**config.mk**
```make
export PLATFORM = sky130hd
export DESIGN_NAME = pe_conv_top
export DESIGN_NICKNAME = d
export VERILOG_FILES = /design/src/pe_ctrl_pkg.sv /design/src/pe_data_pkg.sv /design/src/pe_conv_top.sv /design/src/pe_mac_accum.sv /design/src/pe_read_addr_gen.sv /design/src/pe_spad_loader.sv /design/src/pe_scratch.sv
export VERILOG_INCLUDE_DIRS = /design/src
export SDC_FILE = /design/constraint.sdc
export NUM_CORES = 1
export LEC_CHECK = 0
export ABC_AREA = 0
export ABC_CLOCK_PERIOD_IN_PS = 4900
export BUFFER_PORTS_ARGS = -buffer_cell sky130_fd_sc_hd__buf_2
export CAP_MARGIN = 10
export CORE_ASPECT_RATIO = 0.9
export CORE_UTILIZATION = 60
export DETAILED_ROUTE_END_ITERATION = 10
export PLACE_DENSITY = 0.78
export RECOVER_POWER = 100
export SLEW_MARGIN = 10
export SYNTH_ARGS = -nofsm -noshare
export SYNTH_HDL_FRONTEND = slang
export SYNTH_SLANG_ARGS = --single-unit
```
**constraint.sdc**
```tcl
create_clock -name clk -period 4.9 [get_ports clk]
set_input_delay 0.49 -clock clk [delete_from_list [all_inputs] [get_ports clk]]
set_output_delay 0.49 -clock clk [all_outputs]
set_load 0.005 [all_outputs]
```
**src/pe_conv_params.svh**
```systemverilog
`ifndef PE_CONV_PARAMS_SVH
`define PE_CONV_PARAMS_SVH

// Data widths
`define PE_DATA_W 8
`define PE_ACC_W 24

// Scratchpad depths and matching address widths
`define PE_IF_DEPTH 32
`define PE_FILT_DEPTH 8
`define PE_IF_AW 5
`define PE_FILT_AW 3

`endif
```
**src/pe_ctrl_pkg.sv**
```systemverilog
`include "pe_conv_params.svh"

package pe_ctrl_pkg;

    // Run configuration, captured on start
    typedef struct packed {
        logic [`PE_FILT_AW:0] filt_len;
        logic [2:0]           stride;
        logic                 acc_psum;
    } pe_cfg_t;

    // One tap read, addresses both scratchpads
    typedef struct packed {
        logic [`PE_IF_AW-1:0]   if_raddr;
        logic [`PE_FILT_AW-1:0] filt_raddr;
        logic                   first;
        logic                   last;
    } tap_cmd_t;

endpackage

```
**src/pe_data_pkg.sv**
```systemverilog
`include "pe_conv_params.svh"

package pe_data_pkg;

    // One ifmap value and one filter weight
    typedef logic [`PE_DATA_W-1:0] if_word_t;
    typedef logic [`PE_DATA_W-1:0] weight_t;

    // Full-precision product of one tap
    typedef logic [2*`PE_DATA_W-1:0] prod_t;

    // Accumulator, partial sum and output word
    typedef logic [`PE_ACC_W-1:0] acc_t;

    // Head word of the ifmap FIFO, end flag above the data
    typedef struct packed {
        logic     last;
        if_word_t data;
    } if_fifo_entry_t;

endpackage

```
**src/pe_conv_top.sv**
```systemverilog
`timescale 1ns/1ps
`include "pe_conv_params.svh"

module pe_conv_top
    import pe_data_pkg::*, pe_ctrl_pkg::*;
(
    input  logic           clk,
    input  logic           rst_n,
    input  logic           start,
    input  pe_cfg_t        cfg,
    input  logic           if_buf_empty,
    input  if_fifo_entry_t if_fifo_entry,
    output logic           if_buf_read,
    input  logic           filt_buf_empty,
    input  weight_t        filt_data,
    output logic           filt_buf_read,
    input  logic           psum_buf_empty,
    input  acc_t           psum_data,
    output logic           psum_buf_read,
    input  logic           outbuf_full,
    output acc_t           out_data,
    output logic           outbuf_write,
    output logic           done
);

    logic                   if_wen;
    logic [`PE_IF_AW-1:0]   if_waddr;
    if_word_t               if_wdata;
    logic                   filt_wen;
    logic [`PE_FILT_AW-1:0] filt_waddr;
    weight_t                filt_wdata;
    logic                   loaded;
    logic [`PE_IF_AW:0]     if_len;
    pe_cfg_t                cfg_q;
    tap_cmd_t               cmd;
    logic                   cmd_valid;
    logic                   tap_first;
    logic                   tap_last;
    logic                   tap_valid;
    logic                   all_issued;
    logic                   stall;
    if_word_t               if_rdata;
    weight_t                filt_rdata;

    pe_spad_loader loader_i (
        .clk           (clk),
        .rst_n         (rst_n),
        .start         (start),
        .cfg           (cfg),
        .if_buf_empty  (if_buf_empty),
        .if_fifo_entry (if_fifo_entry),
        .if_buf_read   (if_buf_read),
        .filt_buf_empty(filt_buf_empty),
        .filt_data     (filt_data),
        .filt_buf_read (filt_buf_read),
        .if_wen        (if_wen),
        .if_waddr      (if_waddr),
        .if_wdata      (if_wdata),
        .filt_wen      (filt_wen),
        .filt_waddr    (filt_waddr),
        .filt_wdata    (filt_wdata),
        .loaded        (loaded),
        .if_len        (if_len),
        .cfg_q         (cfg_q)
    );

    pe_scratch #(
        .entry_t(if_word_t),
        .DEPTH  (`PE_IF_DEPTH),
        .AW     (`PE_IF_AW)
    ) if_spad (
        .clk  (clk),
        .rst_n(rst_n),
        .wen  (if_wen),
        .waddr(if_waddr),
        .wdata(if_wdata),
        .raddr(cmd.if_raddr),
        .hold (stall),
        .rdata(if_rdata)
    );

    pe_scratch #(
        .entry_t(weight_t),
        .DEPTH  (`PE_FILT_DEPTH),
        .AW     (`PE_FILT_AW)
    ) filt_spad (
        .clk  (clk),
        .rst_n(rst_n),
        .wen  (filt_wen),
        .waddr(filt_waddr),
        .wdata(filt_wdata),
        .raddr(cmd.filt_raddr),
        .hold (stall),
        .rdata(filt_rdata)
    );

    pe_read_addr_gen addr_gen_i (
        .clk       (clk),
        .rst_n     (rst_n),
        .loaded    (loaded),
        .if_len    (if_len),
        .cfg       (cfg_q),
        .stall     (stall),
        .cmd       (cmd),
        .cmd_valid (cmd_valid),
        .tap_first (tap_first),
        .tap_last  (tap_last),
        .tap_valid (tap_valid),
        .all_issued(all_issued)
    );

    pe_mac_accum mac_i (
        .clk           (clk),
        .rst_n         (rst_n),
        .if_rdata      (if_rdata),
        .filt_rdata    (filt_rdata),
        .tap_first     (tap_first),
        .tap_last      (tap_last),
        .tap_valid     (tap_valid),
        .acc_psum      (cfg_q.acc_psum),
        .all_issued    (all_issued),
        .psum_buf_empty(psum_buf_empty),
        .psum_data     (psum_data),
        .psum_buf_read (psum_buf_read),
        .outbuf_full   (outbuf_full),
        .out_data      (out_data),
        .outbuf_write  (outbuf_write),
        .stall         (stall),
        .done          (done)
    );

endmodule

```
**src/pe_mac_accum.sv**
```systemverilog
`timescale 1ns/1ps
`include "pe_conv_params.svh"

module pe_mac_accum
    import pe_data_pkg::*;
(
    input  logic     clk,
    input  logic     rst_n,
    input  if_word_t if_rdata,
    input  weight_t  filt_rdata,
    input  logic     tap_first,
    input  logic     tap_last,
    input  logic     tap_valid,
    input  logic     acc_psum,
    input  logic     all_issued,
    input  logic     psum_buf_empty,
    input  acc_t     psum_data,
    output logic     psum_buf_read,
    input  logic     outbuf_full,
    output acc_t     out_data,
    output logic     outbuf_write,
    output logic     stall,
    output logic     done
);

    prod_t prod_q;
    logic  prod_first;
    logic  prod_last;
    logic  prod_valid;
    acc_t  acc_q;
    logic  out_valid;
    logic  done_seen;

    // Whole pipeline freezes on a full output buffer or a missing psum
    assign stall = outbuf_full || (acc_psum && psum_buf_empty);

    // Valid flags of the multiply and accumulate stages
    always_ff @(posedge clk) begin
        if (!rst_n) begin
            prod_valid <= 1'b0;
            out_valid  <= 1'b0;
        end else if (!stall) begin
            prod_valid <= tap_valid;
            out_valid  <= prod_valid && prod_last;
        end
    end

    always_ff @(posedge clk) begin
        if (!stall) begin
            prod_q     <= if_rdata * filt_rdata;
            prod_first <= tap_first;
            prod_last  <= tap_last;
            // First tap of a window restarts the sum
            if (prod_valid) begin
                if (prod_first) begin
                    acc_q <= acc_t'(prod_q);
                end else begin
                    acc_q <= acc_q + acc_t'(prod_q);
                end
            end
        end
    end

    // Output stage, psum joins as the word leaves
    assign out_data      = acc_q + (acc_psum ? psum_data : '0);
    assign outbuf_write  = out_valid && !stall;
    assign psum_buf_read = outbuf_write && acc_psum;

    // One done per run once every stage has drained
    assign done = all_issued && !prod_valid && !out_valid && !done_seen;

    always_ff @(posedge clk) begin
        if (!rst_n) begin
            done_seen <= 1'b0;
        end else if (!all_issued) begin
            done_seen <= 1'b0;
        end else if (done) begin
            done_seen <= 1'b1;
        end
    end

endmodule

```
**src/pe_read_addr_gen.sv**
```systemverilog
`timescale 1ns/1ps
`include "pe_conv_params.svh"

module pe_read_addr_gen
    import pe_ctrl_pkg::*;
(
    input  logic               clk,
    input  logic               rst_n,
    input  logic               loaded,
    input  logic [`PE_IF_AW:0] if_len,
    input  pe_cfg_t            cfg,
    input  logic               stall,
    output tap_cmd_t           cmd,
    output logic               cmd_valid,
    output logic               tap_first,
    output logic               tap_last,
    output logic               tap_valid,
    output logic               all_issued
);

    localparam int XW = `PE_IF_AW + 2;

    logic [`PE_IF_AW:0]    base;
    logic [`PE_FILT_AW-1:0] tap;
    logic                  armed;
    logic                  last_tap;
    logic                  has_window;
    logic                  next_fits;
    logic [XW-1:0]         next_base;
    logic [XW-1:0]         filt_len_x;
    logic [XW-1:0]         if_len_x;

    // Widened copies so the window bound cannot overflow
    assign filt_len_x = {{(XW-`PE_FILT_AW-1){1'b0}}, cfg.filt_len};
    assign if_len_x   = {1'b0, if_len};
    assign next_base  = {1'b0, base} + {{(XW-3){1'b0}}, cfg.stride};

    assign last_tap   = ({1'b0, tap} == cfg.filt_len - 1'b1);
    assign has_window = (filt_len_x <= if_len_x);
    assign next_fits  = (next_base + filt_len_x <= if_len_x);

    always_comb begin
        cmd.if_raddr   = base[`PE_IF_AW-1:0] + {{(`PE_IF_AW-`PE_FILT_AW){1'b0}}, tap};
        cmd.filt_raddr = tap;
        cmd.first      = (tap == '0);
        cmd.last       = last_tap;
    end

    // Window base and tap walk
    always_ff @(posedge clk) begin
        if (!rst_n) begin
            cmd_valid <= 1'b0;
            base      <= '0;
            tap       <= '0;
            tap_valid <= 1'b0;
            armed     <= 1'b0;
        end else begin
            if (loaded) begin
                armed     <= 1'b1;
                cmd_valid <= has_window;
                base      <= '0;
                tap       <= '0;
            end else if (cmd_valid && !stall) begin
                if (last_tap) begin
                    tap <= '0;
                    if (next_fits) begin
                        base <= next_base[`PE_IF_AW:0];
                    end else begin
                        cmd_valid <= 1'b0;
                    end
                end else begin
                    tap <= tap + 1'b1;
                end
            end
            // Delay stage matches the scratchpad read latency
            if (!stall) begin
                tap_valid <= cmd_valid;
            end
        end
    end

    always_ff @(posedge clk) begin
        if (!stall) begin
            tap_first <= cmd.first;
            tap_last  <= cmd.last;
        end
    end

    // Low during loaded so a run with no windows still gives a fresh level
    assign all_issued = armed && !loaded && !cmd_valid && !tap_valid;

endmodule

```
**src/pe_spad_loader.sv**
```systemverilog
`timescale 1ns/1ps
`include "pe_conv_params.svh"

module pe_spad_loader
    import pe_data_pkg::*, pe_ctrl_pkg::*;
(
    input  logic                    clk,
    input  logic                    rst_n,
    input  logic                    start,
    input  pe_cfg_t                 cfg,
    input  logic                    if_buf_empty,
    input  if_fifo_entry_t          if_fifo_entry,
    output logic                    if_buf_read,
    input  logic                    filt_buf_empty,
    input  weight_t                 filt_data,
    output logic                    filt_buf_read,
    output logic                    if_wen,
    output logic [`PE_IF_AW-1:0]    if_waddr,
    output if_word_t                if_wdata,
    output logic                    filt_wen,
    output logic [`PE_FILT_AW-1:0]  filt_waddr,
    output weight_t                 filt_wdata,
    output logic                    loaded,
    output logic [`PE_IF_AW:0]      if_len,
    output pe_cfg_t                 cfg_q
);

    logic                  loading;
    logic                  if_done;
    logic                  filt_done;
    logic [`PE_IF_AW:0]    if_cnt;
    logic [`PE_FILT_AW:0]  filt_cnt;

    // Pop each stream whenever its FIFO has a word and it still needs one
    assign if_buf_read   = loading && !if_done && !if_buf_empty;
    assign filt_buf_read = loading && !filt_done && !filt_buf_empty;

    // Popped words go straight into the scratchpads
    assign if_wen     = if_buf_read;
    assign if_waddr   = if_cnt[`PE_IF_AW-1:0];
    assign if_wdata   = if_fifo_entry.data;
    assign filt_wen   = filt_buf_read;
    assign filt_waddr = filt_cnt[`PE_FILT_AW-1:0];
    assign filt_wdata = filt_data;

    // Single cycle, loading drops right after
    assign loaded = loading && if_done && filt_done;
    assign if_len = if_cnt;

    always_ff @(posedge clk) begin
        if (!rst_n) begin
            loading   <= 1'b0;
            if_done   <= 1'b0;
            filt_done <= 1'b0;
            if_cnt    <= '0;
            filt_cnt  <= '0;
            cfg_q     <= '0;
        end else if (start && !loading) begin
            loading   <= 1'b1;
            if_done   <= 1'b0;
            filt_done <= 1'b0;
            if_cnt    <= '0;
            filt_cnt  <= '0;
            cfg_q     <= cfg;
        end else if (loading) begin
            if (loaded) begin
                loading <= 1'b0;
            end
            // Ifmap stream ends on the end flag or a full scratchpad
            if (if_buf_read) begin
                if_cnt <= if_cnt + 1'b1;
                if (if_fifo_entry.last || if_cnt == `PE_IF_DEPTH - 1) begin
                    if_done <= 1'b1;
                end
            end
            // Filter stream ends after filt_len weights
            if (filt_buf_read) begin
                filt_cnt <= filt_cnt + 1'b1;
                if (filt_cnt == cfg_q.filt_len - 1'b1) begin
                    filt_done <= 1'b1;
                end
            end
        end
    end

endmodule

```
**src/pe_scratch.sv**
```systemverilog
`timescale 1ns/1ps

module pe_scratch #(
    parameter type entry_t = logic [7:0],
    parameter int  DEPTH   = 8,
    parameter int  AW      = 3
) (
    input  logic          clk,
    input  logic          rst_n,
    input  logic          wen,
    input  logic [AW-1:0] waddr,
    input  entry_t        wdata,
    input  logic [AW-1:0] raddr,
    input  logic          hold,
    output entry_t        rdata
);

    entry_t mem [DEPTH];

    // Write port
    always_ff @(posedge clk) begin
        if (wen) begin
            mem[waddr] <= wdata;
        end
    end

    // Registered read, frozen while the pipeline is stalled
    always_ff @(posedge clk) begin
        if (!rst_n) begin
            rdata <= '0;
        end else if (!hold) begin
            rdata <= mem[raddr];
        end
    end

endmodule

```
==> results.py <==
metrics = {
    "cells_and_area": {
        "area_growth_pct": 10.3,
        "fillers": 2332,
        "regArea_mm2": 0.0120,
        "fin_nets": 1764,
        "drive_gt1_frac": 0.142,
        "final_area_mm2": 0.0230,
        "multi_input_area_mm2": 0.00835,
        "diodes": 0,
    },
    "sta": {
        "rsz0062_at_grt": "false",
        "hold_viol": 0,
        "fin_crit_ns": 4.51,
        "tns_ns": 0,
        "fmax_mhz": 222,
        "setup_viol": 0,
        "worstMarginPinSlew_ns": 1.65,
        "timing.hold.ws_ns": 0.199,
        "relSlewSlack": -0.0989,
        "setup_ws_ns": 0.392,
        "period_share": 0.920,
        "clock_skew_ns": 0.0179,
        "drv_slew": 171,
    },
    "routing": {
        "via_count": 12256,
        "drt_pass1_iterations": 5,
        "drt-initial-drc-count": 1090,
        "post-route-drc-count": 0,
        "drt_wl_total_mm": 43.2,
        "drtAntennaViolNets": 0,
        "wire_per_inst_um": 21.0,
        "viasPerCell": 5.96,
    },
    "global_route": {
        "antenna_found_initial": 1,
        "grt_pass1_vias": 12224,
        "grt_pass1_wl_mm": 67.0,
        "grt_overflow_total": 0,
        "grt_start_max_net_pins": 65,
        "gr-usage-all-layers": 0.252,
    },
    "die": {
        "die_w_um": 199,
        "die_h_um": 179,
        "die_area_mm2": 0.0356,
        "ios": 85,
        "start_util": 0.613,
        "row_count": 64,
        "core_area_mm2": 0.0341,
    },
    "setup_path": {
        "reg2reg_slack_ns": 0.39,
        "crit_arrival_ns": 4.79,
        "cp-endpoint": "mac_i.prod_q[15]",
        "end_kind": "flip-flop",
        "r2r-start": "if_spad.rdata[3]",
        "reg2reg_depth": 15,
        "crit_fanout": 9,
        "r2r_end": "mac_i.prod_q[15]",
        "start_kind": "flip-flop",
        "worstPathRequired_ns": 5.18,
        "worstSetupPathType": "reg -> reg",
        "worstSetupStartpoint": "if_spad.rdata[3]",
    },
    "power": {
        "clock_power_share": 0.409,
        "p_leak_nw": 8.53,
        "power_density_mw_per_mm2": 326,
        "internal_power_mw": 5.85,
        "power_frac_seq": 0.524,
        "p_total_mw": 7.51,
        "peakVddDrop_uv": 323,
        "p_comb_frac": 0.067,
        "p_sw_frac": 0.221,
        "p_switching_mw": 1.66,
    },
    "clock_tree": {
        "insertion_delay_ns": 0.55,
        "cts_tree": "yes",
        "cts_buffer_depth": 3,
        "h-tree-depth": 2,
        "cts_hold_buf": 0,
        "cts_root_buffer": "clkbuf_16",
        "clock_sinks": 416,
        "cts.reportedPaths.clkPinSlew_ns": 0.06,
        "ctsResizeCount": 0,
        "cts_setup_buffers": 0,
        "cts_buffers": 42,
    },
    "status": {
        "status": "finished with violations",
        "violations": "capacitance limit, slew limit",
    },
    "synth": {
        "syn_nets": 1657,
        "yosys_warnings": 0,
        "synth_edf_count": 364,
        "synth_cell_types": 68,
        "synth_seq_area_share": 0.573,
        "synth_top_family_by_area": "multiplexers",
        "synth_cells": 1456,
        "synth.cell_area_mm2": 0.0209,
        "synth_compound_area_frac": 0.0632,
        "synthMuxAreaShare": 0.116,
        "yosys.area_share.adder": 0.102,
        "synth_seq_cells": 416,
        "ys.flop_type": "edfxtp_1",
        "avgSynthCellArea_um2": 14.4,
        "synth_simple_gate_area_share": 0.0905,
        "synthXorXnorAreaFrac": 0.0305,
        "synthArstFlopShare": 0,
    },
    "place": {
        "io_buffer_count": 84,
        "placed_area_mm2": 0.0219,
        "gp_congestion": 0.826,
        "dp_hpwl_mm": 28.5,
        "place_ws_ns": 0.392,
    },
    "worst_hold_path": {
        "worstHoldPathCells": 3,
        "hp-class": "in -> reg",
    },
    "run": {
        "cap_violations": 8,
    },
}
[synth_stat cells (all sizes together), types with 8 or more instances]
| cell type | instances | area (um^2) |
|---|---|---|
| a21oi | 54 | 274 |
| mux2i | 20 | 200 |
| and2 | 80 | 500 |
| or3 | 9 | 56.3 |
| clkbuf | 22 | 83.8 |
| nand2 | 99 | 372 |
| nor2b | 20 | 125 |
| dfxtp | 52 | 1040 |
| nand2b | 13 | 81.3 |
| fa | 41 | 821 |
| xnor2 | 55 | 489 |
| o21ai | 42 | 210 |
| a21o | 18 | 135 |
| nor2 | 86 | 323 |
| ha | 104 | 1300 |
| edfxtp | 364 | 10900 |
| buf | 21 | 121 |
| nor3 | 24 | 120 |
| o21a | 8 | 60.1 |
| o211a | 16 | 160 |
| xor2 | 17 | 149 |
| mux4 | 96 | 2160 |
| nand3 | 24 | 120 |
| inv | 86 | 323 |
| a21boi | 12 | 90.1 |
[worst min-delay path by stage]
stage | startpoint | end | slack, ns
2_1_floorplan | addr_gen_i.tap_first | mac_i.prod_first | 0.40
3_3_place_gp | addr_gen_i.tap_last | mac_i.prod_last | 0.40
3_5_place_dp | addr_gen_i.tap_last | mac_i.prod_last | 0.41
4_1_cts | start | loader_i.loading | 0.18
5_1_grt | cfg[5] | loader_i.cfg_q[5] | 0.21
6_report | start | loader_i.loading | 0.20
[stage by stage]
stage	utilization	instances
floorplan	-	1456
global placement	0.642	1980
detailed placement	0.642	1980
CTS	0.680	2055
global route	0.676	2056
finish	0.676	2056
[cell type report]
cell class                      count  area share
Clock buffer                       53      0.0488
Clock inverter                     22     0.00787
Inverter                           87      0.0142
Multi-Input combinational cell    910       0.362
Sequential cell                   416       0.519
Tap cell                          462      0.0251
Timing Repair Buffer              106      0.0223
[cell families (layout without fill, tap and decap cells)]
| family | count (synthesis) | in the layout |
|---|---|---|
| flops | 416 | 416 |
| simple gates | 377 | 377 |
| compound gates | 195 | 195 |
| fa+ha+maj | 145 | 145 |
| buf+inv | 130 | 268 |
| mux | 121 | 121 |
| xor+xnor | 72 | 72 |
[power groups by stage]
| stage | Sequential [mW] | Clock (mW) | Combinational (mW) |
|---|---|---|---|
| after floorplan | 4.00 | 0 | 0.354 |
| after global placement | 4.01 | 0 | 0.490 |
| after detailed placement | 4.01 | 0 | 0.508 |
| after CTS | 3.94 | 3.10 | 0.515 |
| after global routing | 3.94 | 3.22 | 0.572 |
| final | 3.94 | 3.07 | 0.504 |
[placed cells by master, fill, tap and decap left out, types with 35 or more instances in the layout]
| cell | Yosys | final |
|---|---|---|
| edfxtp_1 | 364 | 364 |
| ha_1 | 104 | 103 |
| nand2_1 | 99 | 99 |
| mux4_2 | 96 | 96 |
| inv_1 | 86 | 87 |
| nor2_1 | 86 | 86 |
| and2_1 | 80 | 70 |
| clkbuf_1 | 21 | 56 |
| a21oi_1 | 53 | 54 |
| xnor2_1 | 54 | 53 |
| dfxtp_1 | 52 | 52 |
| buf_2 | 7 | 49 |
| clkbuf_16 | 0 | 43 |
| fa_1 | 41 | 40 |
| o21ai_0 | 32 | 35 |
[flip-flops by register name, indices dropped and copies added (netlist names), 4 cells and up]
register and cells:
filt_spad.mem 64, if_spad.rdata 8, filt_spad.rdata 8, loader_i.cfg_q 8, mac_i.prod_q 16, mac_i.acc_q 24
loader_i.filt_cnt 4, if_spad.mem 256, loader_i.if_len 6, addr_gen_i.base 6
[per-layer routing]
metal,global-route usage,up-vias,share of wire
met1,0.355,6009,0.43
met2,0.400,500,0.47
met3,0.0542,72,0.083
met4,0.0673,2,0.022
li1,-,5673,-
met5,0,-,0.00030
[worst max-delay path: stages, from the launching register on]
cell and delay, ns:
dfxtp_1 0.39, and2_0 0.20, fa_1 0.46, fa_1 0.54
inv_1 0.05, fa_1 0.48, fa_1 0.54, inv_1 0.04
ha_1 0.32, o21a_1 0.13, o21ai_1 0.11, nand2b_1 0.08
a31o_1 0.24, a41o_1 0.26, o41ai_1 0.31, xnor2_1 0.10
Power figures use the tool's default switching activity.
